==> config.mk <==
export PLATFORM = sky130hd
export DESIGN_NAME = pcs_rx_top
export DESIGN_NICKNAME = d
export VERILOG_FILES = /design/src/source/pcs_rx_pkg.sv /design/src/source/sync_header_check.sv /design/src/source/descrambler.sv /design/src/source/block_classifier.sv /design/src/source/pcs_rx_apb_regs.sv /design/src/source/pcs_rx_top.sv
export SDC_FILE = /design/constraint.sdc
export NUM_CORES = 1
export LEC_CHECK = 0
export ABC_AREA = 1
export BUFFER_PORTS_ARGS = -buffer_cell sky130_fd_sc_hd__buf_2
export CORE_ASPECT_RATIO = 1.1
export CORE_MARGIN = 2
export CORE_UTILIZATION = 49
export CTS_BUF_LIST = sky130_fd_sc_hd__clkbuf_16
export DETAILED_ROUTE_END_ITERATION = 7
export PLACE_DENSITY = 0.7
export SLEW_MARGIN = 5
export SYNTH_ARGS = -nofsm -noshare
export SYNTH_HDL_FRONTEND = slang
export SYNTH_SLANG_ARGS = --single-unit
==> constraint.sdc <==
create_clock -name i_clock -period 3 [get_ports i_clock]
set_input_delay 0.3 -clock i_clock [delete_from_list [all_inputs] [get_ports i_clock]]
set_output_delay 0.3 -clock i_clock [all_outputs]
set_load 0.02 [all_outputs]
==> src/source/pcs_rx_pkg.sv <==
package pcs_rx_pkg;

	// block and scrambler sizes
	localparam int LEN_CODED_BLOCK = 66;
	localparam int LEN_SCRAMBLER   = 58;
	localparam int LEN_SYNC_HEADER = 2;
	localparam int LEN_BLOCK_TYPE  = 8;
	localparam int LEN_COUNT       = 16;
	localparam int LEN_APB_ADDR    = 8;
	localparam int LEN_APB_DATA    = 32;

	// polynomial x^58 + x^39 + 1, numbered from the newest bit
	localparam int SCRAMBLER_TAP_A = 38;
	localparam int SCRAMBLER_TAP_B = 57;

	typedef logic [LEN_CODED_BLOCK-1:0] coded_block_t;
	typedef logic [LEN_SCRAMBLER-1:0]   scrambler_state_t;
	typedef logic [LEN_SYNC_HEADER-1:0] sync_header_t;
	typedef logic [LEN_COUNT-1:0]       count_t;
	typedef logic [LEN_APB_ADDR-1:0]    apb_addr_t;
	typedef logic [LEN_APB_DATA-1:0]    apb_data_t;

	// legal headers, 00 and 11 are invalid
	localparam sync_header_t SH_DATA = 2'b01;
	localparam sync_header_t SH_CTRL = 2'b10;

	// type field of an all-idle control block, bits 63..56
	localparam logic [LEN_BLOCK_TYPE-1:0] BLOCK_TYPE_IDLE = 8'h1E;

	// register map
	localparam apb_addr_t REG_CTRL     = 8'h00;
	localparam apb_addr_t REG_HDR_ERR  = 8'h04;
	localparam apb_addr_t REG_IDLE_CNT = 8'h08;
	localparam apb_addr_t REG_DATA_CNT = 8'h0C;
	localparam apb_addr_t REG_CLEAR    = 8'h10;

endpackage

==> src/source/sync_header_check.sv <==
`timescale 1ns/1ps

module sync_header_check
(
	input  logic                     i_clock,
	input  logic                     i_reset,
	input  logic                     i_enable,
	input  logic                     i_valid,
	input  logic                     i_tag,
	input  pcs_rx_pkg::coded_block_t i_data,
	input  logic                     i_clear,
	output logic                     o_valid,
	output logic                     o_tag,
	output pcs_rx_pkg::coded_block_t o_data,
	output logic                     o_header_error,
	output pcs_rx_pkg::count_t       o_error_count
);

	pcs_rx_pkg::sync_header_t sync_header;
	logic                     header_error;
	pcs_rx_pkg::coded_block_t data_q;
	logic                     valid_q;
	logic                     tag_q;
	logic                     header_error_q;
	pcs_rx_pkg::count_t       error_count;

	assign sync_header = i_data[pcs_rx_pkg::LEN_CODED_BLOCK-1 -: pcs_rx_pkg::LEN_SYNC_HEADER];

	// only valid blocks can be flagged
	assign header_error = i_valid && (sync_header != pcs_rx_pkg::SH_DATA) &&
		(sync_header != pcs_rx_pkg::SH_CTRL);

	// input register stage
	always_ff @(posedge i_clock)
	begin
		if (i_reset)
		begin
			valid_q        <= 1'b0;
			tag_q          <= 1'b0;
			header_error_q <= 1'b0;
			data_q         <= '0;
		end
		else if (i_enable)
		begin
			valid_q        <= i_valid;
			tag_q          <= i_tag;
			header_error_q <= header_error;
			data_q         <= i_data;
		end
	end

	// saturating count of illegal headers, clear wins over enable
	always_ff @(posedge i_clock)
	begin
		if (i_reset || i_clear)
			error_count <= '0;
		else if (i_enable && header_error && (error_count != '1))
			error_count <= error_count + 1'b1;
	end

	assign o_valid        = valid_q;
	assign o_tag          = tag_q;
	assign o_data         = data_q;
	assign o_header_error = header_error_q;
	assign o_error_count  = error_count;

endmodule

==> src/source/descrambler.sv <==
`timescale 1ns/1ps

module descrambler
(
	input  logic                     i_clock,
	input  logic                     i_reset,
	input  logic                     i_enable,
	input  logic                     i_valid,
	input  logic                     i_bypass,
	input  logic                     i_tag,
	input  logic                     i_header_error,
	input  pcs_rx_pkg::coded_block_t i_data,
	output logic                     o_valid,
	output logic                     o_tag,
	output logic                     o_header_error,
	output pcs_rx_pkg::coded_block_t o_data
);

	pcs_rx_pkg::scrambler_state_t state;
	pcs_rx_pkg::scrambler_state_t state_next;
	pcs_rx_pkg::coded_block_t     descrambled;
	pcs_rx_pkg::coded_block_t     data_q;
	logic                         valid_q;
	logic                         tag_q;
	logic                         header_error_q;

	// newest bit enters at the top, so tap n sits at index LEN-1-n
	always_comb
	begin
		state_next  = state;
		descrambled = i_data;
		for (int i = pcs_rx_pkg::LEN_CODED_BLOCK - pcs_rx_pkg::LEN_SYNC_HEADER - 1; i >= 0; i--)
		begin
			descrambled[i] = i_data[i] ^
				state_next[pcs_rx_pkg::LEN_SCRAMBLER-1-pcs_rx_pkg::SCRAMBLER_TAP_A] ^
				state_next[pcs_rx_pkg::LEN_SCRAMBLER-1-pcs_rx_pkg::SCRAMBLER_TAP_B];
			// self-synchronous, so the received bit feeds the state
			state_next = {i_data[i], state_next[pcs_rx_pkg::LEN_SCRAMBLER-1:1]};
		end
	end

	// state holds in bypass, advances on every enabled cycle otherwise
	always_ff @(posedge i_clock)
	begin
		if (i_reset)
			state <= '0;
		else if (i_enable && !i_bypass)
			state <= state_next;
	end

	always_ff @(posedge i_clock)
	begin
		if (i_reset)
		begin
			valid_q        <= 1'b0;
			header_error_q <= 1'b0;
			data_q         <= '0;
		end
		else if (i_enable)
		begin
			valid_q        <= i_valid;
			header_error_q <= i_header_error;
			data_q         <= i_bypass ? i_data : descrambled;
		end
	end

	// tag only follows real blocks
	always_ff @(posedge i_clock)
	begin
		if (i_reset)
			tag_q <= 1'b0;
		else if (i_enable && i_valid)
			tag_q <= i_tag;
	end

	assign o_valid        = valid_q;
	assign o_tag          = tag_q;
	assign o_header_error = header_error_q;
	assign o_data         = data_q;

endmodule

==> src/source/block_classifier.sv <==
`timescale 1ns/1ps

module block_classifier
(
	input  logic                     i_clock,
	input  logic                     i_reset,
	input  logic                     i_enable,
	input  logic                     i_valid,
	input  logic                     i_tag,
	input  logic                     i_header_error,
	input  pcs_rx_pkg::coded_block_t i_data,
	input  logic                     i_clear,
	output logic                     o_valid,
	output logic                     o_tag,
	output logic                     o_header_error,
	output pcs_rx_pkg::coded_block_t o_data,
	output pcs_rx_pkg::count_t       o_idle_count,
	output pcs_rx_pkg::count_t       o_data_count
);

	pcs_rx_pkg::sync_header_t            sync_header;
	logic [pcs_rx_pkg::LEN_BLOCK_TYPE-1:0] block_type;
	logic                                is_idle;
	logic                                is_data;
	pcs_rx_pkg::coded_block_t            data_q;
	logic                                valid_q;
	logic                                tag_q;
	logic                                header_error_q;
	pcs_rx_pkg::count_t                  idle_count;
	pcs_rx_pkg::count_t                  data_count;

	assign sync_header = i_data[pcs_rx_pkg::LEN_CODED_BLOCK-1 -: pcs_rx_pkg::LEN_SYNC_HEADER];
	// type field sits right below the header
	assign block_type = i_data[pcs_rx_pkg::LEN_CODED_BLOCK-pcs_rx_pkg::LEN_SYNC_HEADER-1 -:
		pcs_rx_pkg::LEN_BLOCK_TYPE];

	assign is_idle = i_valid && (sync_header == pcs_rx_pkg::SH_CTRL) &&
		(block_type == pcs_rx_pkg::BLOCK_TYPE_IDLE);
	assign is_data = i_valid && (sync_header == pcs_rx_pkg::SH_DATA);

	// output register stage
	always_ff @(posedge i_clock)
	begin
		if (i_reset)
		begin
			valid_q        <= 1'b0;
			tag_q          <= 1'b0;
			header_error_q <= 1'b0;
			data_q         <= '0;
		end
		else if (i_enable)
		begin
			valid_q        <= i_valid;
			tag_q          <= i_tag;
			header_error_q <= i_header_error;
			data_q         <= i_data;
		end
	end

	// saturating block counters
	always_ff @(posedge i_clock)
	begin
		if (i_reset || i_clear)
		begin
			idle_count <= '0;
			data_count <= '0;
		end
		else if (i_enable)
		begin
			if (is_idle && (idle_count != '1))
				idle_count <= idle_count + 1'b1;
			if (is_data && (data_count != '1))
				data_count <= data_count + 1'b1;
		end
	end

	assign o_valid        = valid_q;
	assign o_tag          = tag_q;
	assign o_header_error = header_error_q;
	assign o_data         = data_q;
	assign o_idle_count   = idle_count;
	assign o_data_count   = data_count;

endmodule

==> src/source/pcs_rx_apb_regs.sv <==
`timescale 1ns/1ps

module pcs_rx_apb_regs
(
	input  logic                  i_clock,
	input  logic                  i_reset,
	input  logic                  i_psel,
	input  logic                  i_penable,
	input  logic                  i_pwrite,
	input  pcs_rx_pkg::apb_addr_t i_paddr,
	input  pcs_rx_pkg::apb_data_t i_pwdata,
	input  pcs_rx_pkg::count_t    i_error_count,
	input  pcs_rx_pkg::count_t    i_idle_count,
	input  pcs_rx_pkg::count_t    i_data_count,
	output pcs_rx_pkg::apb_data_t o_prdata,
	output logic                  o_pslverr,
	output logic                  o_bypass,
	output logic                  o_clear
);

	logic                  access;
	logic                  write_access;
	logic                  mapped;
	logic                  bypass;
	pcs_rx_pkg::apb_data_t read_data;

	// zero wait states, the access phase is the only phase that acts
	assign access       = i_psel && i_penable;
	assign write_access = access && i_pwrite;

	always_comb
	begin
		mapped    = 1'b1;
		read_data = '0;
		case (i_paddr)
			pcs_rx_pkg::REG_CTRL:
				read_data = pcs_rx_pkg::apb_data_t'(bypass);
			pcs_rx_pkg::REG_HDR_ERR:
				read_data = pcs_rx_pkg::apb_data_t'(i_error_count);
			pcs_rx_pkg::REG_IDLE_CNT:
				read_data = pcs_rx_pkg::apb_data_t'(i_idle_count);
			pcs_rx_pkg::REG_DATA_CNT:
				read_data = pcs_rx_pkg::apb_data_t'(i_data_count);
			// write-only strobe, reads back zero
			pcs_rx_pkg::REG_CLEAR:
				read_data = '0;
			default:
				mapped = 1'b0;
		endcase
	end

	// bypass bit in REG_CTRL
	always_ff @(posedge i_clock)
	begin
		if (i_reset)
			bypass <= 1'b0;
		else if (write_access && (i_paddr == pcs_rx_pkg::REG_CTRL))
			bypass <= i_pwdata[0];
	end

	// counters see the pulse at the end of the access cycle
	assign o_clear = write_access && (i_paddr == pcs_rx_pkg::REG_CLEAR);

	assign o_pslverr = access && !mapped;
	assign o_prdata  = read_data;
	assign o_bypass  = bypass;

endmodule

==> src/source/pcs_rx_top.sv <==
`timescale 1ns/1ps

module pcs_rx_top
(
	input  logic                     i_clock,
	input  logic                     i_reset,
	input  logic                     i_enable,
	input  logic                     i_valid,
	input  logic                     i_tag,
	input  pcs_rx_pkg::coded_block_t i_data,
	input  logic                     i_psel,
	input  logic                     i_penable,
	input  logic                     i_pwrite,
	input  pcs_rx_pkg::apb_addr_t    i_paddr,
	input  pcs_rx_pkg::apb_data_t    i_pwdata,
	output logic                     o_valid,
	output logic                     o_tag,
	output logic                     o_header_error,
	output pcs_rx_pkg::coded_block_t o_data,
	output pcs_rx_pkg::apb_data_t    o_prdata,
	output logic                     o_pslverr
);

	// header check to descrambler
	logic                     sh_valid;
	logic                     sh_tag;
	logic                     sh_header_error;
	pcs_rx_pkg::coded_block_t sh_data;

	// descrambler to classifier
	logic                     ds_valid;
	logic                     ds_tag;
	logic                     ds_header_error;
	pcs_rx_pkg::coded_block_t ds_data;

	pcs_rx_pkg::count_t error_count;
	pcs_rx_pkg::count_t idle_count;
	pcs_rx_pkg::count_t data_count;
	logic               bypass;
	logic               clear;

	sync_header_check i_sync_header_check
	(
		.i_clock        (i_clock),
		.i_reset        (i_reset),
		.i_enable       (i_enable),
		.i_valid        (i_valid),
		.i_tag          (i_tag),
		.i_data         (i_data),
		.i_clear        (clear),
		.o_valid        (sh_valid),
		.o_tag          (sh_tag),
		.o_data         (sh_data),
		.o_header_error (sh_header_error),
		.o_error_count  (error_count)
	);

	descrambler i_descrambler
	(
		.i_clock        (i_clock),
		.i_reset        (i_reset),
		.i_enable       (i_enable),
		.i_valid        (sh_valid),
		.i_bypass       (bypass),
		.i_tag          (sh_tag),
		.i_header_error (sh_header_error),
		.i_data         (sh_data),
		.o_valid        (ds_valid),
		.o_tag          (ds_tag),
		.o_header_error (ds_header_error),
		.o_data         (ds_data)
	);

	block_classifier i_block_classifier
	(
		.i_clock        (i_clock),
		.i_reset        (i_reset),
		.i_enable       (i_enable),
		.i_valid        (ds_valid),
		.i_tag          (ds_tag),
		.i_header_error (ds_header_error),
		.i_data         (ds_data),
		.i_clear        (clear),
		.o_valid        (o_valid),
		.o_tag          (o_tag),
		.o_header_error (o_header_error),
		.o_data         (o_data),
		.o_idle_count   (idle_count),
		.o_data_count   (data_count)
	);

	pcs_rx_apb_regs i_pcs_rx_apb_regs
	(
		.i_clock       (i_clock),
		.i_reset       (i_reset),
		.i_psel        (i_psel),
		.i_penable     (i_penable),
		.i_pwrite      (i_pwrite),
		.i_paddr       (i_paddr),
		.i_pwdata      (i_pwdata),
		.i_error_count (error_count),
		.i_idle_count  (idle_count),
		.i_data_count  (data_count),
		.o_prdata      (o_prdata),
		.o_pslverr     (o_pslverr),
		.o_bypass      (bypass),
		.o_clear       (clear)
	);

endmodule

==> metrics <==
Initial Utilization 49.45%; initial antenna violation count 0; post-synthesis sequential area ratio 44.65%; fin area 16,170 sq um; Seq pwr share 46.9%; async set or reset register ratio after synthesis 0%; top cells by area, synth dfxtp_1 (45%), nor2_1 (12%), nand2_1 (9.9%); Leak Pwr 7.388 nW; worst hold path stage count 3; Clock Sinks 314; row count 65; Post-DP Area 14,990 sq um; crit path capture type flop; Pwr Density 612.1 nW/um^2; Final Max Slew Viols 0; worst-skew pair later-pin latency 0.52 ns; outcome finished clean; Max stage delay cell, worst path nor2_1; largest net degree at the start of global routing 164; top post-synthesis cells by count nor2_1 (441), nand2_1 (370), dfxtp_1 (314); core area 28,460 sq um; placed cells 2,482; total wire length 39,410 um; crit path max fanout 13; setup TNS 0 ns; Worst EP arrival 2.48 ns; Global Route met3 Usage 3.291%; mux cell area share after synthesis 0%; most common flop cell mapped by yosys dfxtp_1; HP Class primary input to flop; final hold viol count 0; largest family of logic cells by synthesized area simple AND/OR/NAND/NOR gates; complex-gate fraction of the synthesized area 16.80%; total CTS buffers 35; critical path required time 3.44 ns; Seq cells post-synth 314; worst-margin pin slew 0.8271 ns; die area 30,100 sq um; Crit Path Class flop to flop; final worst slack 0.9594 ns; CP peak stage delay 0.63 ns; gp weighted congestion 0.8997; Post-synth EDFFs 0; IO Pins 216; crit-path cells ha_1, nand2_1, nor2_2, nand2_1, nor2_1, nor2_1, nand3_1, a21oi_1; Layout area overhead 14.83%; Diodes inserted 0; post-synth cell types 30; average wire per standard cell 15.45 um; simple logic cell fraction of the synthesized area 26.25%; final setup fails 0; first-pass GRT wire length 63,530 um; Post-DRT Antenna Nets 0; synth warn 0; vias post-DR 13,300; Max Cap Viol 0; Final Util 56.79%; unrepaired setup endpoints after global routing false; Tcrit/Tclk final 68.02%; Sw Pwr 2.636 mW; GRT busiest layer met2; met1 GRT Util 35.02%; # DRC 0; vias in the first global route 12,000; global routing usage on met2 42.84%; Cells after Synth 2,040; Post-Syn Area 14,080 sq um; CTS max path bufs 3; Avg Cell Area, Syn 6.901 sq um; maximum clock rate 0.4900 GHz; Worst VDD drop 0.0004622 V; Die Ht 181.8 um; drt first-iter violations 1,071; layout cells sized above 1 11.18%; minimum hold slack 0.004852 ns; Yosys top cell area share 44.65%; clock skew 0.02153 ns; Detail Placement HPWL 27,300 um; root buf cell clkbuf_16; Tot Pwr 9.896 mW; drt first pass iters 6; H-tree depth 2; post-synthesis adder-cell area fraction 0.2666%; GRT overflow 0; die width 165.6 um; R2R depth 8; CP startpoint kind flop; switching portion of total power 26.64%; Layout Cells excl Fill 2,551; Placement Setup Slack 0.9740 ns; Final nets 2,275; IO buf count 168; largest area contributor in the netlist dfxtp_1; Clock power frac 42.0%; Internal 7.260 mW; most numerous cell in the Yosys netlist nor2_1; gr usage total 25.77%; combinational share of power 11.1%; via density per instance 5.215; Rel. slew slack 44.66%; Synth Area in XOR/XNOR 3.049%; fin crit period 2.041 ns; CTS tree done; Clock Pin Slew Worst Setup and Hold Paths 0.06 ns
-- critical path, delay by kind of cell, from the launching register on --
family,cells,cell delay [ns]
AOI/OAI and AO/OA,1,0.19
adders and majority gates,1,0.28
and+or+nand+nor,6,1.14
DFF,1,0.36
-- path summary, 6_finish.rpt --
| check | slack (ns) | endpoint | startpoint |
|---|---|---|---|
| worst max-delay path | 0.96 | i_block_classifier.o_idle_count[6] | i_block_classifier.o_idle_count[0] |
| worst min-delay path | 0.005 | i_sync_header_check.o_data[22] | i_data[22] |
| worst max register to register | 0.96 | i_block_classifier.o_idle_count[6] | i_block_classifier.o_idle_count[0] |
| worst min register to register | 0.46 | i_block_classifier.o_data[64] | i_block_classifier.o_data[64] |
-- sequential cells by signal, summed over array words and instances (netlist names), 16 cells and up --
name                               count
i_descrambler.state                   58
i_sync_header_check.o_error_count     16
i_block_classifier.o_idle_count       16
i_block_classifier.o_data_count       16
i_sync_header_check.o_data            66
i_block_classifier.o_data             66
i_descrambler.o_data                  66
-- logic make-up (layout without fill, tap and decap cells) --
group / after synthesis / in the layout
compound gates: 445 / 445
xor+xnor: 49 / 49
buf+inv: 298 / 426
other cells: 1 / 16
fa+ha+maj: 3 / 3
simple gates: 930 / 930
flops: 314 / 314
-- layer usage --
metal	vias up	routed length (um)	share of wire [%]
met5	-	0	0
met4	0	1098	2.8
met3	67	2254	5.7
met2	410	18430	47
met1	6072	17630	45
li1	6755	-	-
-- power by group through the flow --
stage          clock network (mW)  registers [mW]  logic, mW
2_1_floorplan                   0            4.73      0.715
3_3_place_gp                    0            4.71       1.08
3_5_place_dp                    0            4.72       1.09
4_1_cts                      4.21            4.63       1.10
5_1_grt                      4.39            4.66       1.24
6_report                     4.16            4.64       1.10
-- cells in the final DEF, fill, tap and decap left out --
| master | n |
|---|---|
| clkbuf_16 | 36 |
| nand4_1 | 9 |
| buf_12 | 3 |
| o21ai_1 | 1 |
| dfxtp_1 | 314 |
| inv_6 | 2 |
| buf_2 | 167 |
| inv_4 | 2 |
| buf_4 | 10 |
| conb_1 | 16 |
| nand3b_1 | 2 |
| xnor2_1 | 35 |
| and2_1 | 1 |
| clkinv_8 | 1 |
| clkinv_2 | 8 |
| ha_1 | 3 |
| nand2_1 | 370 |
| o211ai_1 | 43 |
| nor2_1 | 441 |
| nor4_1 | 1 |
| o21ai_0 | 223 |
| nand3_1 | 88 |
| buf_6 | 1 |
| clkinv_1 | 7 |
| bufinv_16 | 3 |
| nor2_2 | 3 |
| nand3b_4 | 1 |
| nand2_2 | 2 |
| dlygate4sd3_1 | 7 |
| inv_1 | 177 |
| xor2_1 | 14 |
| nor2_4 | 3 |
| o221ai_1 | 8 |
| and3_1 | 1 |
| a21oi_1 | 170 |
| inv_2 | 2 |
| nor3_1 | 8 |
-- timing repair --
item,CTS,global route
resized for setup,0,0
endpoints found under the hold margin,7,0
setup buffers,0,0
hold buffers,7,0
-- area by class of cell --
type / instances / area [sq um]
sequential: 314 / 6286
tap: 368 / 460.4
inverter: 176 / 665.6
fill: 2803 / 12300
clock buffer: 36 / 900.9
clock inverter: 26 / 209.0
multi-input combinational: 1443 / 6591
timing repair buffer: 188 / 1052
Note: power is estimated with default switching activity, not from simulation.
